`src/logic/mem_pkg.sv`:
```
// Bank count, default bank timing and the memory opcode enum
`default_nettype none

package mem_pkg;

   // Banks are word interleaved on addr[2:1]
   localparam int NUM_BANKS = 4;

   localparam int DEF_MEM_LATENCY = 2;
   localparam int DEF_BANK_BUSY   = 4;

   typedef enum logic [1:0] {
      MEM_NOP,
      MEM_READ,
      MEM_WRITE
   } mem_op_e;

endpackage

`default_nettype wire

```
`src/logic/cache_pkg.sv`:
```
// Cache geometry constants, address field widths and the controller state enum
`default_nettype none

package cache_pkg;

   // Address split is tag | index | byte offset
   localparam int TAG_W          = 5;
   localparam int INDEX_W        = 8;
   localparam int OFFSET_W       = 3;
   localparam int WORD_W         = 16;
   localparam int WORDS_PER_LINE = 4;

   typedef enum logic [3:0] {
      ST_IDLE,
      ST_COMPARE,
      ST_WB_ISSUE,
      ST_WB_WAIT,
      ST_FILL_ISSUE,
      ST_FILL_WAIT,
      ST_FILL_WRITE,
      ST_ACCESS,
      ST_DONE
   } ctrl_state_e;

endpackage

`default_nettype wire
```
`src/logic/cache_ctrl_assoc.sv`:
```
// Cache controller: miss FSM, way selection, victim choice, write-back, fill, requester outputs
`default_nettype none

module cache_ctrl_assoc #(
   parameter int mem_latency = 2
) (
   input  wire                            clk,
   input  wire                            rst_n,
   input  wire [cache_pkg::WORD_W-1:0]    addr,
   input  wire [cache_pkg::WORD_W-1:0]    data_in,
   input  wire                            rd,
   input  wire                            wr,
   output logic [cache_pkg::WORD_W-1:0]   data_out,
   output logic                           done,
   output logic                           stall,
   output logic                           cache_hit,
   output logic                           err,
   input  wire                            way0_hit,
   input  wire                            way0_valid,
   input  wire                            way0_dirty,
   input  wire [cache_pkg::TAG_W-1:0]     way0_tag,
   input  wire [cache_pkg::WORD_W-1:0]    way0_data,
   input  wire                            way1_hit,
   input  wire                            way1_valid,
   input  wire                            way1_dirty,
   input  wire [cache_pkg::TAG_W-1:0]     way1_tag,
   input  wire [cache_pkg::WORD_W-1:0]    way1_data,
   output logic [1:0]                     way_en,
   output logic [cache_pkg::TAG_W-1:0]    tag_in,
   output logic [cache_pkg::INDEX_W-1:0]  index,
   output logic [cache_pkg::OFFSET_W-1:0] offset,
   output logic [cache_pkg::WORD_W-1:0]   way_wdata,
   output logic                           comp,
   output logic                           write,
   output logic                           valid_in,
   output logic                           dirty_in,
   input  wire                            mem_stall,
   input  wire [cache_pkg::WORD_W-1:0]    mem_rdata,
   input  wire                            mem_rvalid,
   output mem_pkg::mem_op_e               mem_op,
   output logic [cache_pkg::WORD_W-1:0]   mem_addr,
   output logic [cache_pkg::WORD_W-1:0]   mem_wdata
);
   import cache_pkg::*;
   import mem_pkg::*;

   localparam int                WSEL_W = $clog2(WORDS_PER_LINE);
   localparam logic [WSEL_W-1:0] LAST   = WSEL_W'(WORDS_PER_LINE - 1);

   ctrl_state_e       state;
   ctrl_state_e       state_nxt;
   logic [WORD_W-1:0] req_addr;
   logic [WORD_W-1:0] req_data;
   logic              req_wr;
   logic              req_err;
   logic              capture;
   logic              victim;
   logic              sel_way;
   logic              miss_way;
   logic              wb_needed;
   logic              hit_any;
   logic [1:0]        sel_en;
   logic [WSEL_W-1:0] cnt;
   logic [WSEL_W-1:0] ret_cnt;
   logic              cnt_step;
   logic [WSEL_W-1:0] ret_slot [mem_latency];
   logic [WORD_W-1:0] line_buf [WORDS_PER_LINE];
   logic [TAG_W-1:0]  victim_tag;
   logic [WORD_W-1:0] sel_data;
   logic [WORD_W-1:0] rd_result;
   logic [WORD_W-1:0] data_hold;
   logic              rd_done;

   assign capture = (state == ST_IDLE) & (rd | wr);
   assign stall   = (state != ST_IDLE);

   assign tag_in = req_addr[WORD_W-1 -: TAG_W];
   assign index  = req_addr[OFFSET_W +: INDEX_W];

   // First invalid way wins, otherwise the victim flop picks
   assign hit_any   = way0_hit | way1_hit;
   assign miss_way  = ~way0_valid ? 1'b0 : (~way1_valid ? 1'b1 : victim);
   assign wb_needed = way0_valid & way1_valid & (victim ? way1_dirty : way0_dirty);

   assign sel_en     = sel_way ? 2'b10 : 2'b01;
   assign sel_data   = sel_way ? way1_data : way0_data;
   assign victim_tag = sel_way ? way1_tag : way0_tag;
   assign rd_result  = (state == ST_COMPARE) ? (way1_hit ? way1_data : way0_data) : sel_data;

   assign rd_done  = done & ~req_wr & ~err;
   assign data_out = rd_done ? rd_result : data_hold;

   always_ff @(posedge clk or negedge rst_n) begin
      if (!rst_n) begin
         state   <= ST_IDLE;
         req_wr  <= 1'b0;
         req_err <= 1'b0;
         victim  <= 1'b0;
         sel_way <= 1'b0;
         cnt     <= '0;
         ret_cnt <= '0;
      end else begin
         state <= state_nxt;
         if (capture) begin
            req_wr  <= wr;
            req_err <= addr[0] | (rd & wr);
            victim  <= ~victim;
         end
         if (state == ST_COMPARE) begin
            sel_way <= miss_way;
            cnt     <= '0;
            ret_cnt <= '0;
         end else begin
            if (cnt_step) begin
               cnt <= cnt + 1'b1;
            end
            if (mem_rvalid) begin
               ret_cnt <= ret_cnt + 1'b1;
            end
         end
      end
   end

   // Word offset of each read travels alongside it through the memory latency
   always_ff @(posedge clk) begin
      if (capture) begin
         req_addr <= addr;
         req_data <= data_in;
      end
      ret_slot[0] <= cnt;
      for (int i = 1; i < mem_latency; i++) begin
         ret_slot[i] <= ret_slot[i-1];
      end
      if (mem_rvalid) begin
         line_buf[ret_slot[mem_latency-1]] <= mem_rdata;
      end
      if (rd_done) begin
         data_hold <= rd_result;
      end
   end

   always_comb begin
      state_nxt = state;
      done      = 1'b0;
      cache_hit = 1'b0;
      err       = 1'b0;
      way_en    = 2'b00;
      comp      = 1'b0;
      write     = 1'b0;
      valid_in  = 1'b0;
      dirty_in  = 1'b0;
      offset    = req_addr[OFFSET_W-1:0];
      way_wdata = req_data;
      mem_op    = MEM_NOP;
      mem_addr  = {tag_in, index, cnt, 1'b0};
      mem_wdata = sel_data;
      cnt_step  = 1'b0;
      case (state)
         ST_IDLE: begin
            if (rd || wr) begin
               state_nxt = ST_COMPARE;
            end
         end
         ST_COMPARE: begin
            way_en = 2'b11;
            comp   = 1'b1;
            if (req_err) begin
               done      = 1'b1;
               err       = 1'b1;
               state_nxt = ST_IDLE;
            end else if (hit_any) begin
               write     = req_wr;
               done      = 1'b1;
               cache_hit = 1'b1;
               state_nxt = ST_IDLE;
            end else if (wb_needed) begin
               state_nxt = ST_WB_ISSUE;
            end else begin
               state_nxt = ST_FILL_ISSUE;
            end
         end
         ST_WB_ISSUE, ST_WB_WAIT: begin
            // Victim words are read straight out of the way
            offset   = {cnt, 1'b0};
            mem_op   = MEM_WRITE;
            mem_addr = {victim_tag, index, cnt, 1'b0};
            if (mem_stall) begin
               state_nxt = ST_WB_WAIT;
            end else begin
               cnt_step  = 1'b1;
               state_nxt = (cnt == LAST) ? ST_FILL_ISSUE : ST_WB_ISSUE;
            end
         end
         ST_FILL_ISSUE: begin
            mem_op = MEM_READ;
            if (!mem_stall) begin
               cnt_step = 1'b1;
               if (cnt == LAST) begin
                  state_nxt = ST_FILL_WAIT;
               end
            end
         end
         ST_FILL_WAIT: begin
            if (mem_rvalid && ret_cnt == LAST) begin
               state_nxt = ST_FILL_WRITE;
            end
         end
         ST_FILL_WRITE: begin
            way_en    = sel_en;
            write     = 1'b1;
            valid_in  = 1'b1;
            offset    = {cnt, 1'b0};
            way_wdata = line_buf[cnt];
            cnt_step  = 1'b1;
            if (cnt == LAST) begin
               state_nxt = ST_ACCESS;
            end
         end
         ST_ACCESS: begin
            // Replay the request, a write now hits and sets dirty
            way_en    = sel_en;
            comp      = 1'b1;
            write     = req_wr;
            state_nxt = ST_DONE;
         end
         ST_DONE: begin
            done      = 1'b1;
            state_nxt = ST_IDLE;
         end
         default: begin
            state_nxt = ST_IDLE;
         end
      endcase
   end

endmodule

`default_nettype wire

```
`config.mk`:
```
export PLATFORM = sky130hd
export DESIGN_NAME = cache_ctrl_assoc
export DESIGN_NICKNAME = d
export VERILOG_FILES = /design/src/logic/mem_pkg.sv /design/src/logic/cache_pkg.sv /design/src/logic/cache_ctrl_assoc.sv
export SDC_FILE = /design/constraint.sdc
export NUM_CORES = 1
export LEC_CHECK = 0
export ABC_AREA = 1
export BUFFER_PORTS_ARGS = -buffer_cell sky130_fd_sc_hd__clkbuf_2
export CAP_MARGIN = 15
export CORE_ASPECT_RATIO = 0.75
export CORE_MARGIN = 2
export CORE_UTILIZATION = 53
export CTS_BUF_LIST = sky130_fd_sc_hd__clkbuf_8
export DETAILED_ROUTE_END_ITERATION = 16
export GPL_ROUTABILITY_DRIVEN = 0
export HOLD_SLACK_MARGIN = 0.06
export PLACE_DENSITY = 0.83
export RECOVER_POWER = 100
export REMOVE_ABC_BUFFERS = 1
export SKIP_CTS_REPAIR_TIMING = 1
export SLEW_MARGIN = 20
export SYNTH_ARGS = -nofsm -noshare
export SYNTH_HDL_FRONTEND = slang
export SYNTH_SLANG_ARGS = --single-unit
export TNS_END_PERCENT = 30
```
`constraint.sdc`:
```
create_clock -name clk -period 2.6 [get_ports clk]
set_input_delay 0 -clock clk [delete_from_list [all_inputs] [get_ports clk]]
set_output_delay 0 -clock clk [all_outputs]
set_load 0.1 [all_outputs]
```
==> impl_metrics.tcl <==
set metrics [dict create \
    status "finished clean" \
    synth_edf_count 96 \
    clk_latency_ns 0.44 \
    synth_commonest_cells "nand2_1, edfxtp_1, o21ai_0" \
    nFillCells 767 \
    yosys_warnings 0 \
    setup_ws_ns 0.150 \
    grt_max_degree 37 \
    htree_levels 4 \
    async_reset_ff_frac 0.0938 \
    syn_avg_cell_area_um2 9.10 \
    drv_slew 0 \
    fmax_mhz 408 \
    dpl_worst_slack_ns 0.672 \
    tightest_slew_ns 1.23 \
    worstPathMaxFanout 18 \
    fin_skew_ns 0.00981 \
    drc 0 \
    dieArea_mm2 0.0122 \
    crit_type "reg -> out" \
    dp_hpwl_mm 10.3 \
    syn-cell-area_mm2 0.00601 \
    fin_nets 995 \
    wl_per_cell_um 15.4 \
    rsz0062_at_grt "no" \
    viasPerCell 5.20 \
    cts_sinks 128 \
    cp.arrival_ns 2.45 \
    via_count 5428 \
    synth_top_area_frac 0.480 \
    die_y_um 96.2 \
    ios 194 \
    period_needed_ns 2.45 \
    required_ns 2.60 \
    antenna_left 0 \
    die_x_um 127 \
    drive_gt1_frac 0.222 \
    setup_viol_count_final 0 \
    core_area_mm2 0.0110 \
    cts_buffers 17 \
    clockBufferDepth 2 \
    grt_pass1_vias 4528 \
    diodes 0 \
    drtIter0Drc 522 \
    post-route-period-util 0.942 \
    synth.largest_area_cell "edfxtp_1" \
    grt.overflow.total 0 \
    grt_pass1_wl_mm 22.6 \
    max_slew_margin 0.184 \
    yosysUniqueCellTypes 32 \
    cts_tree "yes" \
    start_util 0.547 \
    final_hold_viol_count 0 \
    maxCapViolCount 0 \
    grt_use_total 0.242 \
    synth_cells 660 \
    synthFlopType "edfxtp_1" \
    holdCritPathClass "in -> reg" \
    num_rows 33 \
    antenna_found_initial 0 \
    endpoint_kind "output pin" \
    drt_pass1_iterations 5 \
    wl_mm 16.0 \
    io_buffers 191 \
    clkTransAtPathRegs_ns 0.08 \
    ys_seq_area_frac 0.596 \
    post-synth-top-count-cell "nand2_1" \
    cp-start-kind "flop" \
    reg2reg_slack_ns 0.24 \
    root_buffer "clkbuf_8" \
    synthTopCellsByArea "edfxtp_1, nand2_1, dfxtp_1, o21ai_0, dfrtp_1" \
    hold_slack_ns 0.0121 \
    syn2layout_area_growth_pct 33.2 \
    ys_ff_latch 128 \
]
## placed cells by master, fill, tap and decap left out, types with 5 or more instances in the layout
cell / instances
nand2_1: 241
dlygate4sd3_1: 59
clkbuf_4: 10
clkbuf_1: 50
a31oi_1: 5
inv_1: 35
dfxtp_1: 20
clkbuf_2: 114
nor2_1: 69
edfxtp_1: 96
dfrtp_1: 12
bufinv_16: 6
o21ai_0: 70
nand3_1: 27
inv_2: 5
clkbuf_8: 17
buf_4: 19
## flip-flops by register name, summed over array words and instances (netlist names)
register,flops
ret_slot,4
ret_cnt,2
req_err,1
line_buf,64
req_addr,16
cnt,2
victim,1
sel_way,1
data_hold,16
req_wr,1
state,4
req_data,16
## layer usage
metal | GRT usage | part of all wire | up-vias
li1 | - | - | 2600
met1 | 0.321 | 0.42 | 2551
met2 | 0.396 | 0.49 | 248
met3 | 0.0584 | 0.072 | 29
met4 | 0.0897 | 0.022 | 0
met5 | 0 | 0 | -
## through the flow
step                utilization  TNS [ns]  cells  area (um2)
finish                    0.729         0   1044        8000
global route              0.729         0   1044        8000
CTS                       0.703         0    985        7720
detailed placement        0.659         0    953        7240
global placement          0.659         0    953        7240
floorplan                     -    -19.46    610        5670
## worst max-delay path, stage by stage, from the launching register on
cell and delay, ns:
dfrtp_1 0.52, inv_2 0.11, nand2_1 0.06, nor2_1 0.37
nand2_2 0.12, nand2_4 0.21, nand2_4 0.17, nand2_1 0.09
nand2_1 0.07, clkbuf_4 0.28
## final cells by class
| cell class | instances | area (um2) | share of cell area |
|---|---|---|---|
| clock buffers | 17 | 234 | 0.0292 |
| clock inverters | 15 | 241 | 0.0302 |
| inverters | 41 | 156 | 0.0195 |
| multi-input cells | 441 | 1910 | 0.239 |
| flip-flops and latches | 128 | 3580 | 0.448 |
| well taps | 140 | 175 | 0.0219 |
| repair buffers | 262 | 1700 | 0.213 |
## path summary, 6_finish.rpt
kind / startpoint / end / depth (start not counted)
worst max register to register: ret_slot[0][3] / line_buf[3][6] / 3
min in group asynchronous: rst_n / state[0] / 3
worst min register to register: ret_slot[0][1] / ret_slot[0][3] / 0
worst max-delay path: state[1] / data_out[9] / 9
max in group asynchronous: rst_n / req_wr / 3
worst min-delay path: way1_valid / state[1] / 7
## cell families (layout without fill, tap and decap cells)
family	Yosys count	count (layout)	share of synthesized area
other	1	2	0.000624
xor gates and xnor gates	2	2	0.00292
buffers and inverters	92	335	0.0831
AOI/OAI and AO/OA	81	81	0.0693
DFF	128	128	0.596
and+or+nand+nor	354	354	0.243
adders and majority gates	2	2	0.00416
Power is not shown: default switching activity piles up to over one toggle a cycle in this logic, so the estimate is an artifact.
